===== src/fpuAddPkg.sv =====
// FPU add package
// opcode and handshake encodings, and the double-precision format
// constants shared by the add unit
`default_nettype none

package fpuAddPkg;

	// requested operation
	typedef enum logic [1:0]
	{
		opNone = 2'd0,
		opAdd  = 2'd1,
		opSub  = 2'd2,
		opI2F  = 2'd3
	} fpuOp;

	// four-phase handshake tracking
	typedef enum logic [1:0]
	{
		hsIdle = 2'd0,
		hsBusy = 2'd1,
		hsDone = 2'd2
	} hsState;

	localparam int expWidth = 11;
	localparam int fracWidth = 52;

	// overflow bit, hidden bit, 52 fraction bits, guard bits
	localparam int mantWidth = 64;
	localparam int guardBits = 10;

	// beyond this difference the smaller operand shifts out entirely
	localparam int maxAlignShift = 52;

	// biased exponent of 2^62, the weight of the hidden bit position
	localparam int i2fExponent = 1085;

endpackage

`default_nettype wire

===== src/fpuAddUnit.sv =====
// FPU add unit top level
// decode, execute and result stages behind a four-phase req/ack handshake
`timescale 1ns/100ps
`default_nettype none

module fpuAddUnit
	import fpuAddPkg::*;
(
	input  wire          clock,
	input  wire          rstN,
	input  wire          req,
	input  wire fpuOp    op,
	input  wire [63:0]   rn,
	input  wire [63:0]   rm,
	output logic         ack,
	output logic [63:0]  result
);

	// decode to execute
	logic stageValid;
	fpuOp opcode;
	logic bigSign;
	logic smallSign;
	logic [expWidth-1:0] bigExp;
	logic [mantWidth-1:0] bigMant;
	logic [mantWidth-1:0] smallMant;
	logic [63:0] intValue;

	// execute to result
	logic sumValid;
	logic sumSign;
	logic [expWidth-1:0] sumExp;
	logic [mantWidth-1:0] sumMant;

	fpuAddDecode decode0
	(
		.clock      (clock),
		.rstN       (rstN),
		.req        (req),
		.ack        (ack),
		.op         (op),
		.rn         (rn),
		.rm         (rm),
		.stageValid (stageValid),
		.opcode     (opcode),
		.bigSign    (bigSign),
		.smallSign  (smallSign),
		.bigExp     (bigExp),
		.bigMant    (bigMant),
		.smallMant  (smallMant),
		.intValue   (intValue)
	);

	fpuAddExecute execute0
	(
		.clock      (clock),
		.rstN       (rstN),
		.stageValid (stageValid),
		.opcode     (opcode),
		.bigSign    (bigSign),
		.smallSign  (smallSign),
		.bigExp     (bigExp),
		.bigMant    (bigMant),
		.smallMant  (smallMant),
		.intValue   (intValue),
		.sumValid   (sumValid),
		.sumSign    (sumSign),
		.sumExp     (sumExp),
		.sumMant    (sumMant)
	);

	fpuAddResult result0
	(
		.clock      (clock),
		.rstN       (rstN),
		.req        (req),
		.sumValid   (sumValid),
		.sumSign    (sumSign),
		.sumExp     (sumExp),
		.sumMant    (sumMant),
		.ack        (ack),
		.result     (result)
	);

endmodule

`default_nettype wire


===== src/fpuAddResult.sv =====
// FPU add result stage
// two-cycle normalize, truncate and pack, with underflow flushed to
// positive zero; owns the ack side of the handshake
`timescale 1ns/100ps
`default_nettype none

module fpuAddResult
	import fpuAddPkg::*;
(
	input  wire                    clock,
	input  wire                    rstN,
	input  wire                    req,
	input  wire                    sumValid,
	input  wire                    sumSign,
	input  wire [expWidth-1:0]     sumExp,
	input  wire [mantWidth-1:0]    sumMant,
	output logic                   ack,
	output logic [63:0]            result
);

	hsState state;

	// coarse normalize
	logic [mantWidth-1:0] shiftedMant;
	logic [2:0] byteShift;
	logic leadFound;
	logic coarseSign;
	logic [expWidth:0] coarseExp;
	logic [mantWidth-1:0] coarseMant;

	logic normValid;
	logic normSign;
	logic [expWidth:0] normExp;
	logic [mantWidth-1:0] normMant;

	// fine normalize and pack
	logic [3:0] bitShift;
	logic [expWidth:0] fineExp;
	logic [mantWidth-1:0] fineMant;
	logic [63:0] packedValue;

	always_comb
	begin
		byteShift = '0;
		leadFound = 1'b0;
		shiftedMant = '0;
		// smallest byte shift that puts a one in bits 62:54
		for (int k = 7; k >= 0; k--)
		begin
			shiftedMant = sumMant << (8 * k);
			if (shiftedMant[62:54] != '0)
			begin
				byteShift = 3'(k);
				leadFound = 1'b1;
			end
		end
		coarseSign = sumSign;
		if (sumMant[63])
		begin
			coarseExp = {1'b0, sumExp} + 1'b1;
			coarseMant = sumMant >> 1;
		end
		else if (leadFound)
		begin
			coarseExp = {1'b0, sumExp} - (expWidth + 1)'({byteShift, 3'b000});
			coarseMant = sumMant << {byteShift, 3'b000};
		end
		else
		begin
			coarseSign = 1'b0;
			coarseExp = '0;
			coarseMant = '0;
		end
	end

	always_comb
	begin
		// highest set bit in 62:55 wins, none left means a shift of 8
		bitShift = 4'd8;
		for (int i = 0; i < 8; i++)
		begin
			if (normMant[55 + i])
			begin
				bitShift = 4'(7 - i);
			end
		end
		fineMant = normMant << bitShift;
		fineExp = normExp - (expWidth + 1)'(bitShift);
		if (fineExp[expWidth])
		begin
			packedValue = '0;
		end
		else
		begin
			packedValue = {normSign, fineExp[expWidth-1:0], fineMant[guardBits +: fracWidth]};
		end
	end

	always_ff @(posedge clock)
	begin
		if (sumValid)
		begin
			normSign <= coarseSign;
			normExp <= coarseExp;
			normMant <= coarseMant;
		end
	end

	always_ff @(posedge clock)
	begin
		if (!rstN)
		begin
			state <= hsIdle;
			ack <= 1'b0;
			result <= '0;
			normValid <= 1'b0;
		end
		else
		begin
			normValid <= sumValid;
			case (state)
				hsIdle:
				begin
					if (normValid)
					begin
						result <= packedValue;
						ack <= 1'b1;
						state <= hsDone;
					end
				end
				hsDone:
				begin
					// result holds until the requester lets go
					if (!req)
					begin
						ack <= 1'b0;
						state <= hsIdle;
					end
				end
				default:
				begin
					ack <= 1'b0;
					state <= hsIdle;
				end
			endcase
		end
	end

endmodule

`default_nettype wire


===== src/fpuAddExecute.sv =====
// FPU add execute stage
// adds or subtracts the aligned mantissas, or stages a signed integer
// for conversion to double
`timescale 1ns/100ps
`default_nettype none

module fpuAddExecute
	import fpuAddPkg::*;
(
	input  wire                    clock,
	input  wire                    rstN,
	input  wire                    stageValid,
	input  wire fpuOp              opcode,
	input  wire                    bigSign,
	input  wire                    smallSign,
	input  wire [expWidth-1:0]     bigExp,
	input  wire [mantWidth-1:0]    bigMant,
	input  wire [mantWidth-1:0]    smallMant,
	input  wire [63:0]             intValue,
	output logic                   sumValid,
	output logic                   sumSign,
	output logic [expWidth-1:0]    sumExp,
	output logic [mantWidth-1:0]   sumMant
);

	logic intNeg;
	logic nextSign;
	logic [expWidth-1:0] nextExp;
	logic [mantWidth-1:0] nextMant;

	assign intNeg = intValue[63];

	always_comb
	begin
		case (opcode)
			opAdd, opSub:
			begin
				nextSign = bigSign;
				nextExp = bigExp;
				// bigger magnitude first, so the difference never goes negative
				if (bigSign == smallSign)
				begin
					nextMant = bigMant + smallMant;
				end
				else
				begin
					nextMant = bigMant - smallMant;
				end
			end
			opI2F:
			begin
				nextSign = intNeg;
				nextExp = expWidth'(i2fExponent);
				nextMant = intNeg ? -intValue : intValue;
			end
			default:
			begin
				nextSign = 1'b0;
				nextExp = '0;
				nextMant = '0;
			end
		endcase
	end

	always_ff @(posedge clock)
	begin
		if (!rstN)
		begin
			sumValid <= 1'b0;
		end
		else
		begin
			sumValid <= stageValid;
		end
	end

	always_ff @(posedge clock)
	begin
		if (stageValid)
		begin
			sumSign <= nextSign;
			sumExp <= nextExp;
			sumMant <= nextMant;
		end
	end

endmodule

`default_nettype wire


===== src/fpuAddDecode.sv =====
// FPU add decode stage
// accepts one request per handshake, unpacks both operands, orders
// them by magnitude and right-aligns the smaller mantissa
`timescale 1ns/100ps
`default_nettype none

module fpuAddDecode
	import fpuAddPkg::*;
(
	input  wire                    clock,
	input  wire                    rstN,
	input  wire                    req,
	input  wire                    ack,
	input  wire fpuOp              op,
	input  wire [63:0]             rn,
	input  wire [63:0]             rm,
	output logic                   stageValid,
	output fpuOp                   opcode,
	output logic                   bigSign,
	output logic                   smallSign,
	output logic [expWidth-1:0]    bigExp,
	output logic [mantWidth-1:0]   bigMant,
	output logic [mantWidth-1:0]   smallMant,
	output logic [63:0]            intValue
);

	hsState state;
	logic accept;

	logic rnSign;
	logic rmSign;
	logic [expWidth-1:0] rnExp;
	logic [expWidth-1:0] rmExp;
	logic [mantWidth-1:0] rnMant;
	logic [mantWidth-1:0] rmMant;
	logic rnIsBig;
	logic [expWidth-1:0] alignShift;
	logic [mantWidth-1:0] smallRaw;
	logic [mantWidth-1:0] alignedMant;

	assign accept = (state == hsIdle) && req;

	// unpack, hidden bit only for a non-zero exponent
	assign rnSign = rn[63];
	assign rmSign = rm[63] ^ (op == opSub);
	assign rnExp = rn[fracWidth +: expWidth];
	assign rmExp = rm[fracWidth +: expWidth];
	assign rnMant = {1'b0, rnExp != '0, rn[fracWidth-1:0], {guardBits{1'b0}}};
	assign rmMant = {1'b0, rmExp != '0, rm[fracWidth-1:0], {guardBits{1'b0}}};

	// order by exponent, then by mantissa
	assign rnIsBig = (rnExp > rmExp) || ((rnExp == rmExp) && (rnMant >= rmMant));
	assign alignShift = rnIsBig ? (rnExp - rmExp) : (rmExp - rnExp);
	assign smallRaw = rnIsBig ? rmMant : rnMant;
	assign alignedMant = (alignShift > expWidth'(maxAlignShift)) ? '0 : (smallRaw >> alignShift);

	always_ff @(posedge clock)
	begin
		if (!rstN)
		begin
			state <= hsIdle;
			stageValid <= 1'b0;
		end
		else
		begin
			stageValid <= accept;
			case (state)
				hsIdle:
				begin
					if (req)
					begin
						state <= hsBusy;
					end
				end
				hsBusy:
				begin
					// requester released req after ack; result drops ack on this edge
					if (!req && ack)
					begin
						state <= hsIdle;
					end
				end
				default:
				begin
					state <= hsIdle;
				end
			endcase
		end
	end

	always_ff @(posedge clock)
	begin
		if (accept)
		begin
			opcode <= op;
			intValue <= rn;
			smallMant <= alignedMant;
			if (rnIsBig)
			begin
				bigSign <= rnSign;
				smallSign <= rmSign;
				bigExp <= rnExp;
				bigMant <= rnMant;
			end
			else
			begin
				bigSign <= rmSign;
				smallSign <= rnSign;
				bigExp <= rmExp;
				bigMant <= rmMant;
			end
		end
	end

endmodule

`default_nettype wire


===== config.mk =====
export PLATFORM = sky130hd
export DESIGN_NAME = fpuAddUnit
export DESIGN_NICKNAME = d
export VERILOG_FILES = /design/src/fpuAddPkg.sv /design/src/fpuAddUnit.sv /design/src/fpuAddResult.sv /design/src/fpuAddExecute.sv /design/src/fpuAddDecode.sv
export SDC_FILE = /design/constraint.sdc
export NUM_CORES = 1
export LEC_CHECK = 0
export ABC_AREA = 1
export BUFFER_PORTS_ARGS = -buffer_cell sky130_fd_sc_hd__buf_2
export CORE_AREA = 8 8 256 258
export DETAILED_ROUTE_END_ITERATION = 16
export DIE_AREA = 0 0 264 266
export PLACE_DENSITY = 0.76
export REMOVE_ABC_BUFFERS = 1
export SLEW_MARGIN = 15
export SYNTH_ARGS = -nofsm -noshare
export SYNTH_HDL_FRONTEND = slang
export SYNTH_SLANG_ARGS = --single-unit

===== constraint.sdc =====
create_clock -name clock -period 9.1 [get_ports clock]
set_clock_uncertainty 0.2 [all_clocks]
set_input_delay 0.455 -clock clock [delete_from_list [all_inputs] [get_ports clock]]
set_output_delay 0.455 -clock clock [all_outputs]
set_load 0.05 [all_outputs]

==> impl_metrics.yaml <==
outcome:
  run_status: "completed"
finish:
  final_util: 0.605
  layout_commonest_cell: "nand2_1"
  seqCellArea_um2: 11800
  final_nets: 5208
  multi_input_area_um2: 18800
  final_cell_mix: "nand2_1, nand3_1, inv_1, o21ai_0, edfxtp_1"
  drive_gt1_frac: 0.0785
  syn_to_final_growth_pct: 10.8
  fill_cells: 5827
floorplanning:
  core-area_um2: 61300
  die_h_um: 266
  die_w_um: 264
  rows: 91
  start_util: 0.547
  io_pins: 198
  dieArea_um2: 70200
sta:
  maxSlewHeadroom: 0.210
  max_freq_mhz: 143
  drv_slew: 0
  worst_slew_pin_slew_ns: 1.17
  setup_tns_ns: 0
  hold_violations: 0
  rsz0062_at_grt: "false"
  whs_ns: 0.0420
  min_period_ns: 7.00
  final-setup-viol-count: 0
  min_period_over_period: 0.769
synthesis:
  synth_cell_types: 60
  synth_edf_count: 347
  seq_area_frac_synth: 0.353
  async_flop_share: 0
  avgSynthCellArea_um2: 6.95
  synthTopCellsByArea: "edfxtp_1, nand2_1, nand3_1, o21ai_0, inv_1"
  synthCells: 4817
  synth_ff_type: "edfxtp_1"
  ys_seq_elements: 416
  syn_area_um2: 33500
  synth_top_area_cell: "edfxtp_1"
  synthDominantCellAreaShare: 0.311
  yosysWarnings: 0
worst_setup_path:
  rrSetupSlack_ns: 2.67
  critPathArrivalTime_ns: 7.22
  startpoint: "rn[52]"
  crit-reg2reg-launch: "decode0.smallMant[2]"
  reg2reg_to: "execute0.sumMant[60]"
  crit_end: "decode0.smallMant[0]"
  required_ns: 9.32
  crit_type: "input port to register"
  crit_fanout: 56
  rr_worst_depth: 26
  cp-end-kind: "register"
  cp-start-kind: "input port"
placed_design:
  io_buffers: 197
  gp_congestion: 1.06
  place_hpwl_mm: 101
grt:
  globalRouteOverflowTotal: 0
  grt_pass1_vias: 32100
  grt_max_degree: 125
  antenna_found_initial: 5
  grt_usage: 0.354
  grt_first_pass_wirelength_mm: 193
clocking:
  root_buffer: "clkbuf_16"
  cts_inserted_buffers: 47
  clk_latency_ns: 0.61
  cts_resized: 0
  cts_max_level: 2
  cts_tree: "done"
  clockBufferDepth: 3
  path_clk_slew_ns: 0.06
  clock-sinks: 416
pwr:
  peakVddDrop_mv: 0.147
  power_density_nw_per_um2: 180
  leakage_nw: 16.2
routing:
  wirelength_mm: 129
  drc: 0
  firstDrtPassIters: 6
  antenna_left: 0
  drtIter0Drc: 3971
  vias: 34800
  wl_per_cell_um: 22.4
  viasPerCell: 6.05
hold_path:
  min_path_type: "input port to register"
flow_run:
  cap_violations: 0
## layer usage
layer | up-vias | wire length, um | GRT usage
met5 | - | 32 | 0
met4 | 4 | 10400 | 0.243
met3 | 436 | 11200 | 0.0673
met2 | 1839 | 59700 | 0.592
met1 | 15900 | 47900 | 0.410
li1 | 16700 | - | -
## worst min-delay path by stage
stage                            start                  end  depth (start not counted)
floorplan             decode0.state[0]   decode0.stageValid                          1
global route                    rm[30]  decode0.bigMant[40]                          3
finish                          rm[23]  decode0.bigMant[33]                          3
detailed placement  result0.result[28]   result0.result[28]                          2
global placement    result0.result[28]   result0.result[28]                          2
CTS                             rm[54]    decode0.bigExp[2]                          3
## where the power goes
| part | switching, mW | internal (mW) | leakage (nW) |
|---|---|---|---|
| logic | 1.68 | 0.696 | 11.6 |
| registers | 0.105 | 2.21 | 3.86 |
| clock network | 0.843 | 1.14 | 0.773 |
| total | 2.63 | 4.04 | 16.2 |
## state kept, by name, summed over array words and instances (netlist names), 2 cells and up
| register | cells |
|---|---|
| execute0.sumMant | 64 |
| execute0.sumExp | 11 |
| decode0.bigMant | 53 |
| result0.result | 64 |
| decode0.opcode | 2 |
| result0.normMant | 63 |
| decode0.smallMant | 63 |
| result0.normExp | 12 |
| decode0.intValue | 64 |
| decode0.bigExp | 11 |
## stage by stage
step | instance area, um2 | worst slack (ns) | total power, mW | cells
finish | 37100 | 2.10 | 6.67 | 5760
global route | 37100 | 1.75 | 6.96 | 5758
CTS | 37100 | 2.39 | 6.60 | 5758
detailed placement | 34800 | 2.37 | 4.61 | 5597
global placement | 34800 | 2.43 | 4.61 | 5597
floorplan | 32400 | -0.515 | 3.82 | 4569
## synthesized netlist by cell type (all sizes together) (3+ instances only)
library cell  count
a21boi           34
a21o             23
a21oi           331
a221oi            6
a22oi             5
a31oi            20
and2              3
and3              5
buf              84
clkbuf          164
clkinv            3
dfxtp            69
edfxtp          347
fa                5
ha              139
inv             495
mux2i            15
nand2          1179
nand3           656
nand3b           17
nand4            31
nor2            348
nor3             73
nor4             38
o2111ai           6
o211ai           47
o21a              9
o21ai           478
o21bai           11
o221ai            9
o22ai            43
o31ai             4
or2              27
xnor2            27
xor2             53
## kinds of logic (layout without fill, tap and decap cells)
| logic type | after synthesis | count (layout) | share of synthesized area |
|---|---|---|---|
| AO/OA/AOI/OAI | 1035 | 1035 | 0.171 |
| XOR/XNOR | 80 | 80 | 0.0209 |
| adder cells (fa/ha/maj) | 144 | 144 | 0.0549 |
| buffers and inverters | 746 | 897 | 0.0890 |
| flip-flops | 416 | 416 | 0.353 |
| multiplexers | 15 | 15 | 0.00448 |
| other | 0 | 2 | 0 |
| AND/OR/NAND/NOR | 2381 | 2381 | 0.307 |
## cell type report
class | count | area share
Timing Repair Buffer | 313 | 0.0555
Sequential cell | 416 | 0.318
Antenna cell | 2 | 0.000135
Clock buffer | 57 | 0.0339
Multi-Input combinational cell | 3655 | 0.506
Inverter | 498 | 0.0504
Clock inverter | 29 | 0.00867
Tap cell | 790 | 0.0267
## worst max-delay path, stage by stage
cell and delay (ns):
dlygate4sd3_1 0.54, buf_2 0.16, inv_1 0.07, ha_2 0.31, buf_4 0.49, clkinv_1 0.14, buf_4 0.36, nor3_1 0.25
nand3_1 0.12, nor3_1 0.28, nand2_1 0.10, nor2_2 0.25, nand2_2 0.07, buf_4 0.34, nand2_4 0.49, inv_2 0.21
o21ai_1 0.15, nand2_2 0.05, buf_4 0.30, inv_2 0.87, nand3_1 0.42, nand2_1 0.17, nand2_1 0.10, nand3_1 0.12
nand3_1 0.11, nand2_1 0.17
## what timing repair did
| action | CTS | global route |
|---|---|---|
| hold buffers | 75 | 0 |
| buffers inserted | 0 | 0 |
| hold endpoints to repair | 79 | 0 |
Note: power is estimated with default switching activity, not from simulation.
